[config.mk]
export PLATFORM = sky130hd
export DESIGN_NAME = control
export DESIGN_NICKNAME = d
export VERILOG_FILES = /design/src/hdl/decodePkg.sv /design/src/hdl/control.sv /design/src/hdl/executeDecode.sv /design/src/hdl/fetchDecode.sv /design/src/hdl/hazardTiming.sv /design/src/hdl/memWbDecode.sv
export SDC_FILE = /design/constraint.sdc
export NUM_CORES = 1
export LEC_CHECK = 0
export BUFFER_PORTS_ARGS = -buffer_cell sky130_fd_sc_hd__buf_2
export CAP_MARGIN = 20
export CORE_ASPECT_RATIO = 1.4
export CORE_UTILIZATION = 49
export DETAILED_ROUTE_END_ITERATION = 16
export GPL_ROUTABILITY_DRIVEN = 0
export GPL_TIMING_DRIVEN = 0
export PLACE_DENSITY = 0.83
export SLEW_MARGIN = 15
export SYNTH_ARGS = -nofsm -noshare
export SYNTH_HDL_FRONTEND = slang
export SYNTH_HIERARCHICAL = 1
export SYNTH_SLANG_ARGS = --single-unit
[constraint.sdc]
create_clock -name vclk -period 2.14
set_input_delay 0.428 -clock vclk [all_inputs]
set_output_delay 0.428 -clock vclk [all_outputs]
set_load 0.02 [all_outputs]
[src/hdl/decodePkg.sv]
package decodePkg;

	//////////////////////////////
	// Instruction fields
	localparam int OpW = 6;
	localparam int FuncW = 6;
	localparam int RegW = 5;
	localparam int ImmW = 16;

	// Control word widths
	localparam int NpcSelW = 2;
	localparam int NpcOpW = 2;
	localparam int CmpOpW = 4;
	localparam int ExtOpW = 2;
	localparam int AluSelW = 2;
	localparam int AluOpW = 4;
	localparam int XaluOpW = 4;
	localparam int MemOpW = 3;
	localparam int DestSelW = 3;
	localparam int WdSelW = 2;
	localparam int TimeW = 2;

	//////////////////////////////
	// Primary opcodes
	localparam logic [OpW-1:0] OpSpecial = 6'h00, OpRegimm = 6'h01, OpJ = 6'h02, OpJal = 6'h03;
	localparam logic [OpW-1:0] OpBeq = 6'h04, OpBne = 6'h05, OpBlez = 6'h06, OpBgtz = 6'h07;
	localparam logic [OpW-1:0] OpAddi = 6'h08, OpAddiu = 6'h09, OpSlti = 6'h0a, OpSltiu = 6'h0b;
	localparam logic [OpW-1:0] OpAndi = 6'h0c, OpOri = 6'h0d, OpXori = 6'h0e, OpLui = 6'h0f;
	localparam logic [OpW-1:0] OpLb = 6'h20, OpLh = 6'h21, OpLw = 6'h23, OpLbu = 6'h24;
	localparam logic [OpW-1:0] OpLhu = 6'h25, OpSb = 6'h28, OpSh = 6'h29, OpSw = 6'h2b;

	// Special function field
	localparam logic [FuncW-1:0] FnSll = 6'h00, FnSrl = 6'h02, FnSra = 6'h03, FnSllv = 6'h04;
	localparam logic [FuncW-1:0] FnSrlv = 6'h06, FnSrav = 6'h07, FnJr = 6'h08, FnJalr = 6'h09;
	localparam logic [FuncW-1:0] FnMfhi = 6'h10, FnMthi = 6'h11, FnMflo = 6'h12, FnMtlo = 6'h13;
	localparam logic [FuncW-1:0] FnMult = 6'h18, FnMultu = 6'h19, FnDiv = 6'h1a, FnDivu = 6'h1b;
	localparam logic [FuncW-1:0] FnAdd = 6'h20, FnAddu = 6'h21, FnSub = 6'h22, FnSubu = 6'h23;
	localparam logic [FuncW-1:0] FnAnd = 6'h24, FnOr = 6'h25, FnXor = 6'h26, FnNor = 6'h27;
	localparam logic [FuncW-1:0] FnSlt = 6'h2a, FnSltu = 6'h2b;

	// Regimm branches, selected by rt
	localparam logic [RegW-1:0] RtBltz = 5'h00, RtBgez = 5'h01, RtBgezal = 5'h11;

	//////////////////////////////
	// Fetch and decode stage codes
	localparam logic [NpcSelW-1:0] NpcSeq = 2'd0, NpcBranch = 2'd1, NpcReg = 2'd2;
	localparam logic [NpcOpW-1:0] NpcOpBranch = 2'd0, NpcOpJump = 2'd1;
	localparam logic [CmpOpW-1:0] CmpEq = 4'd0, CmpGez = 4'd1, CmpGtz = 4'd2;
	localparam logic [CmpOpW-1:0] CmpLez = 4'd3, CmpLtz = 4'd4, CmpNe = 4'd5;

	// Execute stage codes
	localparam logic [ExtOpW-1:0] ExtSign = 2'd0, ExtZero = 2'd1, ExtUpper = 2'd2;
	localparam logic [AluSelW-1:0] ASelRs = 2'd0, ASelShamt = 2'd1, ASelHiLo = 2'd2;
	localparam logic [AluSelW-1:0] BSelRt = 2'd0, BSelImm = 2'd1, BSelLink = 2'd2;
	localparam logic [AluOpW-1:0] AluAdd = 4'd0, AluSub = 4'd1, AluAnd = 4'd2, AluOr = 4'd3;
	localparam logic [AluOpW-1:0] AluSrl = 4'd4, AluSra = 4'd5, AluSll = 4'd6, AluSlt = 4'd7;
	localparam logic [AluOpW-1:0] AluSltu = 4'd8, AluNor = 4'd9, AluXor = 4'd10;
	localparam logic [AluOpW-1:0] AluPassA = 4'd11, AluPassB = 4'd12, AluRotr = 4'd13;
	localparam logic [XaluOpW-1:0] XaluNone = 4'd0, XaluMult = 4'd1, XaluMultu = 4'd2;
	localparam logic [XaluOpW-1:0] XaluMthi = 4'd3, XaluMtlo = 4'd4, XaluMfhi = 4'd5;
	localparam logic [XaluOpW-1:0] XaluMflo = 4'd6, XaluDiv = 4'd7, XaluDivu = 4'd8;

	// Memory and writeback codes
	localparam logic [MemOpW-1:0] LoadWord = 3'd0, LoadByteU = 3'd1, LoadByte = 3'd2;
	localparam logic [MemOpW-1:0] LoadHalfU = 3'd3, LoadHalf = 3'd4;
	localparam logic [MemOpW-1:0] StoreWord = 3'd0, StoreByte = 3'd1, StoreHalf = 3'd2;
	localparam logic [DestSelW-1:0] DestRd = 3'd0, DestRt = 3'd1, DestRa = 3'd3;
	localparam logic [WdSelW-1:0] WdAlu = 2'd0, WdMem = 2'd1;

	// Operand not read at all
	localparam logic [TimeW-1:0] TuseNever = 2'd3;

	//////////////////////////////
	// One instruction word, R and I views
	typedef union packed {
		struct packed {
			logic [OpW-1:0] op;
			logic [RegW-1:0] rs;
			logic [RegW-1:0] rt;
			logic [RegW-1:0] rd;
			logic [RegW-1:0] shamt;
			logic [FuncW-1:0] func;
		} r;
		struct packed {
			logic [OpW-1:0] op;
			logic [RegW-1:0] rs;
			logic [RegW-1:0] rt;
			logic [ImmW-1:0] imm;
		} i;
	} instrWord_t;

endpackage

[src/hdl/control.sv]
`timescale 1ns/1ps

module control import decodePkg::*; (
	input instrWord_t instr,
	output logic [NpcSelW-1:0] nextPcSel,
	output logic [NpcOpW-1:0] nextPcOp,
	output logic [CmpOpW-1:0] cmpOp,
	output logic [ExtOpW-1:0] extOp,
	output logic [AluSelW-1:0] aluASel,
	output logic [AluSelW-1:0] aluBSel,
	output logic [AluOpW-1:0] aluOp,
	output logic [XaluOpW-1:0] xaluOp,
	output logic memRead,
	output logic memWrite,
	output logic [MemOpW-1:0] loadOp,
	output logic [MemOpW-1:0] storeOp,
	output logic [DestSelW-1:0] destSel,
	output logic [WdSelW-1:0] wdSel,
	output logic regWrite,
	output logic [TimeW-1:0] tNew,
	output logic [TimeW-1:0] tUseRs,
	output logic [TimeW-1:0] tUseRt
);

	// One decoder per consuming pipeline stage
	fetchDecode fetch (
		.instr(instr),
		.nextPcSel(nextPcSel),
		.nextPcOp(nextPcOp),
		.cmpOp(cmpOp)
	);

	executeDecode execute (
		.instr(instr),
		.extOp(extOp),
		.aluASel(aluASel),
		.aluBSel(aluBSel),
		.aluOp(aluOp),
		.xaluOp(xaluOp)
	);

	memWbDecode memWb (
		.instr(instr),
		.memRead(memRead),
		.memWrite(memWrite),
		.loadOp(loadOp),
		.storeOp(storeOp),
		.destSel(destSel),
		.wdSel(wdSel),
		.regWrite(regWrite)
	);

	hazardTiming hazard (
		.instr(instr),
		.tNew(tNew),
		.tUseRs(tUseRs),
		.tUseRt(tUseRt)
	);

endmodule

[src/hdl/executeDecode.sv]
`timescale 1ns/1ps

module executeDecode import decodePkg::*; (
	input instrWord_t instr,
	output logic [ExtOpW-1:0] extOp,
	output logic [AluSelW-1:0] aluASel,
	output logic [AluSelW-1:0] aluBSel,
	output logic [AluOpW-1:0] aluOp,
	output logic [XaluOpW-1:0] xaluOp
);

	always_comb begin
		extOp = ExtSign;
		aluASel = ASelRs;
		aluBSel = BSelRt;
		aluOp = AluAdd;
		xaluOp = XaluNone;
		case (instr.r.op)
			OpSpecial: begin
				case (instr.r.func)
					FnAdd, FnAddu: aluOp = AluAdd;
					FnSub, FnSubu: aluOp = AluSub;
					FnSlt: aluOp = AluSlt;
					FnSltu: aluOp = AluSltu;
					FnAnd: aluOp = AluAnd;
					FnOr: aluOp = AluOr;
					FnNor: aluOp = AluNor;
					FnXor: aluOp = AluXor;
					FnSllv: aluOp = AluSll;
					FnSrlv: aluOp = AluSrl;
					FnSrav: aluOp = AluSra;
					// Shift amount comes from the shamt field
					FnSll: begin
						aluASel = ASelShamt;
						aluOp = AluSll;
					end
					FnSrl: begin
						aluASel = ASelShamt;
						aluOp = (instr.r.rs == RegW'(1)) ? AluRotr : AluSrl;
					end
					FnSra: begin
						aluASel = ASelShamt;
						aluOp = AluSra;
					end
					FnJalr: begin
						aluBSel = BSelLink;
						aluOp = AluPassB;
					end
					FnMult: xaluOp = XaluMult;
					FnMultu: xaluOp = XaluMultu;
					FnDiv: xaluOp = XaluDiv;
					FnDivu: xaluOp = XaluDivu;
					FnMthi: xaluOp = XaluMthi;
					FnMtlo: xaluOp = XaluMtlo;
					// HI or LO goes through operand A
					FnMfhi: begin
						aluASel = ASelHiLo;
						aluOp = AluPassA;
						xaluOp = XaluMfhi;
					end
					FnMflo: begin
						aluASel = ASelHiLo;
						aluOp = AluPassA;
						xaluOp = XaluMflo;
					end
					default: ;
				endcase
			end
			OpAddi, OpAddiu, OpLw, OpLb, OpLbu, OpLh, OpLhu, OpSw, OpSb, OpSh: begin
				aluBSel = BSelImm;
			end
			OpSlti, OpSltiu: begin
				aluBSel = BSelImm;
				aluOp = (instr.r.op == OpSlti) ? AluSlt : AluSltu;
			end
			OpAndi, OpOri, OpXori: begin
				extOp = ExtZero;
				aluBSel = BSelImm;
				case (instr.r.op)
					OpAndi: aluOp = AluAnd;
					OpOri: aluOp = AluOr;
					default: aluOp = AluXor;
				endcase
			end
			OpLui: begin
				extOp = ExtUpper;
				aluBSel = BSelImm;
				aluOp = AluPassB;
			end
			// Link address for jal and bgezal
			OpJal: begin
				aluBSel = BSelLink;
				aluOp = AluPassB;
			end
			OpRegimm: begin
				if (instr.r.rt == RtBgezal) begin
					aluBSel = BSelLink;
					aluOp = AluPassB;
				end
			end
			default: ;
		endcase
	end

endmodule

[src/hdl/fetchDecode.sv]
`timescale 1ns/1ps

module fetchDecode import decodePkg::*; (
	input instrWord_t instr,
	output logic [NpcSelW-1:0] nextPcSel,
	output logic [NpcOpW-1:0] nextPcOp,
	output logic [CmpOpW-1:0] cmpOp
);

	logic isBranch;

	// Conditional branches and their compare code
	always_comb begin
		isBranch = 1'b1;
		cmpOp = CmpEq;
		case (instr.r.op)
			OpBeq: cmpOp = CmpEq;
			OpBne: cmpOp = CmpNe;
			OpBgtz: cmpOp = CmpGtz;
			OpBlez: cmpOp = CmpLez;
			OpRegimm: begin
				case (instr.i.rt)
					RtBltz: cmpOp = CmpLtz;
					RtBgez, RtBgezal: cmpOp = CmpGez;
					default: isBranch = 1'b0;
				endcase
			end
			default: isBranch = 1'b0;
		endcase
	end

	always_comb begin
		nextPcSel = NpcSeq;
		nextPcOp = NpcOpBranch;
		if (isBranch) begin
			nextPcSel = NpcBranch;
		end else if (instr.r.op == OpJ || instr.r.op == OpJal) begin
			nextPcSel = NpcBranch;
			nextPcOp = NpcOpJump;
		end else if (instr.r.op == OpSpecial &&
				(instr.r.func == FnJr || instr.r.func == FnJalr)) begin
			nextPcSel = NpcReg;
		end
	end

endmodule

[src/hdl/hazardTiming.sv]
`timescale 1ns/1ps

module hazardTiming import decodePkg::*; (
	input instrWord_t instr,
	output logic [TimeW-1:0] tNew,
	output logic [TimeW-1:0] tUseRs,
	output logic [TimeW-1:0] tUseRt
);

	// Cycles until a result exists, and until each source is needed
	always_comb begin
		tNew = TimeW'(0);
		tUseRs = TuseNever;
		tUseRt = TuseNever;
		case (instr.r.op)
			OpSpecial: begin
				case (instr.r.func)
					FnAdd, FnAddu, FnSub, FnSubu, FnSlt, FnSltu, FnAnd, FnOr,
					FnNor, FnXor, FnSllv, FnSrlv, FnSrav: begin
						tNew = TimeW'(1);
						tUseRs = TimeW'(1);
						tUseRt = TimeW'(1);
					end
					FnSll, FnSrl, FnSra: begin
						tNew = TimeW'(1);
						tUseRt = TimeW'(1);
					end
					FnMult, FnMultu, FnDiv, FnDivu: begin
						tUseRs = TimeW'(1);
						tUseRt = TimeW'(1);
					end
					FnMthi, FnMtlo: tUseRs = TimeW'(1);
					FnMfhi, FnMflo: tNew = TimeW'(1);
					FnJr, FnJalr: tUseRs = TimeW'(0);
					default: ;
				endcase
			end
			OpLw, OpLb, OpLbu, OpLh, OpLhu: begin
				tNew = TimeW'(2);
				tUseRs = TimeW'(1);
			end
			// Store data is needed only in the memory stage
			OpSw: begin
				tUseRs = TimeW'(1);
				tUseRt = TimeW'(2);
			end
			OpSb, OpSh: begin
				tUseRs = TimeW'(1);
				tUseRt = TimeW'(1);
			end
			OpAddi, OpAddiu, OpSlti, OpSltiu, OpAndi, OpOri, OpXori: begin
				tNew = TimeW'(1);
				tUseRs = TimeW'(1);
			end
			OpLui: tNew = TimeW'(1);
			OpBeq, OpBne: begin
				tUseRs = TimeW'(0);
				tUseRt = TimeW'(0);
			end
			OpBgtz, OpBlez: tUseRs = TimeW'(0);
			OpRegimm: begin
				case (instr.r.rt)
					RtBltz, RtBgez: tUseRs = TimeW'(0);
					RtBgezal: begin
						tNew = TimeW'(1);
						tUseRs = TimeW'(0);
						tUseRt = TimeW'(0);
					end
					default: ;
				endcase
			end
			default: ;
		endcase
	end

endmodule

[src/hdl/memWbDecode.sv]
`timescale 1ns/1ps

module memWbDecode import decodePkg::*; (
	input instrWord_t instr,
	output logic memRead,
	output logic memWrite,
	output logic [MemOpW-1:0] loadOp,
	output logic [MemOpW-1:0] storeOp,
	output logic [DestSelW-1:0] destSel,
	output logic [WdSelW-1:0] wdSel,
	output logic regWrite
);

	//////////////////////////////
	// Load and store widths
	always_comb begin
		loadOp = LoadWord;
		storeOp = StoreWord;
		case (instr.r.op)
			OpLb: loadOp = LoadByte;
			OpLbu: loadOp = LoadByteU;
			OpLh: loadOp = LoadHalf;
			OpLhu: loadOp = LoadHalfU;
			OpSb: storeOp = StoreByte;
			OpSh: storeOp = StoreHalf;
			default: ;
		endcase
	end

	//////////////////////////////
	// Strobes and register writeback
	always_comb begin
		memRead = 1'b0;
		memWrite = 1'b0;
		destSel = DestRd;
		wdSel = WdAlu;
		regWrite = 1'b0;
		case (instr.r.op)
			OpSpecial: begin
				case (instr.r.func)
					FnAdd, FnAddu, FnSub, FnSubu, FnSlt, FnSltu,
					FnAnd, FnOr, FnNor, FnXor, FnSll, FnSrl, FnSra,
					FnSllv, FnSrlv, FnSrav, FnMfhi, FnMflo, FnJalr: regWrite = 1'b1;
					default: ;
				endcase
			end
			OpLw, OpLb, OpLbu, OpLh, OpLhu: begin
				memRead = 1'b1;
				destSel = DestRt;
				wdSel = WdMem;
				regWrite = 1'b1;
			end
			OpSw, OpSb, OpSh: memWrite = 1'b1;
			OpAddi, OpAddiu, OpSlti, OpSltiu, OpAndi, OpOri, OpXori, OpLui: begin
				destSel = DestRt;
				regWrite = 1'b1;
			end
			OpJal: begin
				destSel = DestRa;
				regWrite = 1'b1;
			end
			OpRegimm: begin
				if (instr.r.rt == RtBgezal) begin
					destSel = DestRa;
					regWrite = 1'b1;
				end
			end
			default: ;
		endcase
	end

endmodule

==> results.md <==
- Status: complete, but fails checks
- Failing checks: negative setup slack
- Core area: ~0.0027 mm²
- YS warnings: 6
- Vias: roughly 2000
- Reg area: 0 µm²
- Total chip power: 0.392 mW
- Hold crit path type: in -> out
- Initial Util: 0.536
- Synth top area share: 0.0623
- Final Max Slew Viols: 0
- PortBufs: ~60
- Max-cap viol count: 0
- Final design utilization: 0.832
- First-pass GRT wire length: approximately 7 mm
- Diode count: 0
- Register share of total power: 0
- Sequential cells: 0
- Clk network pwr share: 0
- Mapped Cells: 217
- # setup viols final: 11
- Nets@finish: around 330
- Comb pwr share: 1.000
- TNS Setup: -0.563 ns
- Internal power: approximately 0.17 mW
- RSZ-0062 raised after global routing: true
- Initial drt markers: 58
- Vias in the first global route: between 1500 and 2000
- I/O Pins: 74
- Remaining DRCs: 0
- Detailed placer's ending HPWL: a little over 3 mm
- Layout clock buffer count: 0
- Pleak: 0.975 nW
- Syn Area/Cell: 6.66 µm²
- GR Overflow Total: 0
- Width of the die: about 48 µm
- VDD IR max: ~0.00015 V
- First-pass DRT Iterations: 4
- Worst setup EP type: primary output
- Post-synthesis sequential area ratio: 0
- Startpoint Class: input pin
- Crit path time final: ~2.3 ns
- Final hold violation count: 0
- CP Class: in -> out
- Drt wl/cell: between 15 and 20 µm
- Switch share: 0.558
- Largest fanout on the critical path: 4
- DIE HEIGHT: approximately 66 µm
- Hold buffer count at cts: 0
- Via-to-Cell Ratio: 6.08
- Netlist cell types: 75
- Top cells by area, synth: a21oi_1 (6.2%), nand2_1 (5.7%), nor2b_1 (4.3%), buf_4 (4.2%), nor2_1 (4.2%)
- Total length of routed wires: roughly 5.0 mm
- Std cell rows: 22
- Max Freq: about 440 MHz
- Crit share post-route: 1.05
- Pwr Density: roughly 170 mW/mm²
- Synth Cell Area: ~0.0014 mm²
- Most frequent cell after synthesis: nand2_1
- Area delta synth->final: 55.3%
- Largest net degree at the start of global routing: 20
- Cell accounting for the most synthesized area: a21oi_1
- Sw power: 0.219 mW
- Top cells by count, synth: nand2_1 (22), a21oi_1 (18), nor2_1 (16)
- Setup ws final: -0.114 ns
- Post-DRT Antenna Nets: 0
- Die area: roughly 0.0032 mm²
- Worst Path Arrival: 1.83 ns
- All-Layer GR Usage: 0.292
- Initial antenna violation count: 0
- Worst Path Required: 1.71 ns
- Share of layout cells above drive strength 1: 0.449
[cell usage in the layout (no fill, tap or decap), types with 4 or more instances in the layout]
cell	synthesis	routed
a21oi_1	18	18
buf_2	5	35
buf_4	8	32
buf_6	1	15
conb_1	2	5
inv_1	8	8
nand2_1	22	21
nand2b_1	9	9
nand3_1	6	5
nor2_1	16	11
nor2_4	0	4
nor2b_1	10	9
nor3_1	7	6
nor4_1	6	4
o21a_1	4	4
o21ai_0	7	6
[power groups by stage]
stage / sequential [mW] / clock (mW) / combinational [mW]
2_1_floorplan: 0 / 0 / 0.202
3_3_place_gp: 0 / 0 / 0.307
3_5_place_dp: 0 / 0 / 0.312
4_1_cts: 0 / 0 / 0.354
5_1_grt: 0 / 0 / 0.419
6_report: 0 / 0 / 0.392
[layout make-up]
cell class / count / area [µm²]
multi-input cells: 194 / 1460
repair buffers: 74 / 569
fillers: 179 / 453
plain buffers: 17 / 141
well taps: 36 / 45.0
inverters: 9 / 33.8
[per-layer routing]
layer  GRT usage  wire length, µm  up-vias
met5           0                0        -
met3      0.0219              212       13
met2       0.532             2800       79
met4       0.101              123        0
li1            -                -      974
met1       0.333             1880      941
[worst paths after layout]
path | slack (ns) | startpoint | depth (start not counted) | end
hold / removal | 1.16 | instr[27] | 3 | tNew[1]
setup / recovery | -0.11 | instr[31] | 8 | xaluOp[3]
[repair_timing]
| item | CTS | global route |
|---|---|---|
| cloned | 1 | 0 |
| setup buffers | 7 | 7 |
| resized for setup | 43 | 43 |
| pin swaps | 11 | 14 |
| endpoints found under the setup margin | 19 | 18 |
[worst max-delay path, stage by stage]
cell,delay [ns]
buf_12,0.11
buf_6,0.11
or2_4,0.25
nor4b_4,0.25
buf_4,0.18
nand3_2,0.06
nor4_2,0.26
buf_4,0.18
[metrics by stage]
stage / hold WS (ns) / worst slack [ns] / area [µm²] / std cells
6_report: 1.16 / -0.114 / 2240 / 330
3_3_place_gp: 1.28 / -0.319 / 1820 / 315
5_1_grt: 1.17 / -0.200 / 2240 / 330
2_1_floorplan: 0.909 / 0.00491 / 1480 / 220
3_5_place_dp: 1.29 / -0.323 / 1820 / 315
4_1_cts: 1.18 / -0.112 / 2040 / 323
[cell families after synthesis]
kind of cell | Yosys count | synth area share
fa+ha+maj | 1 | 0.00693
compound gates | 69 | 0.349
other cells | 2 | 0.00520
xor+xnor | 5 | 0.0303
simple gates | 109 | 0.472
buf+inv | 26 | 0.0978
mux | 5 | 0.0390
No activity file was read; power rests on OpenSTA's default activity.
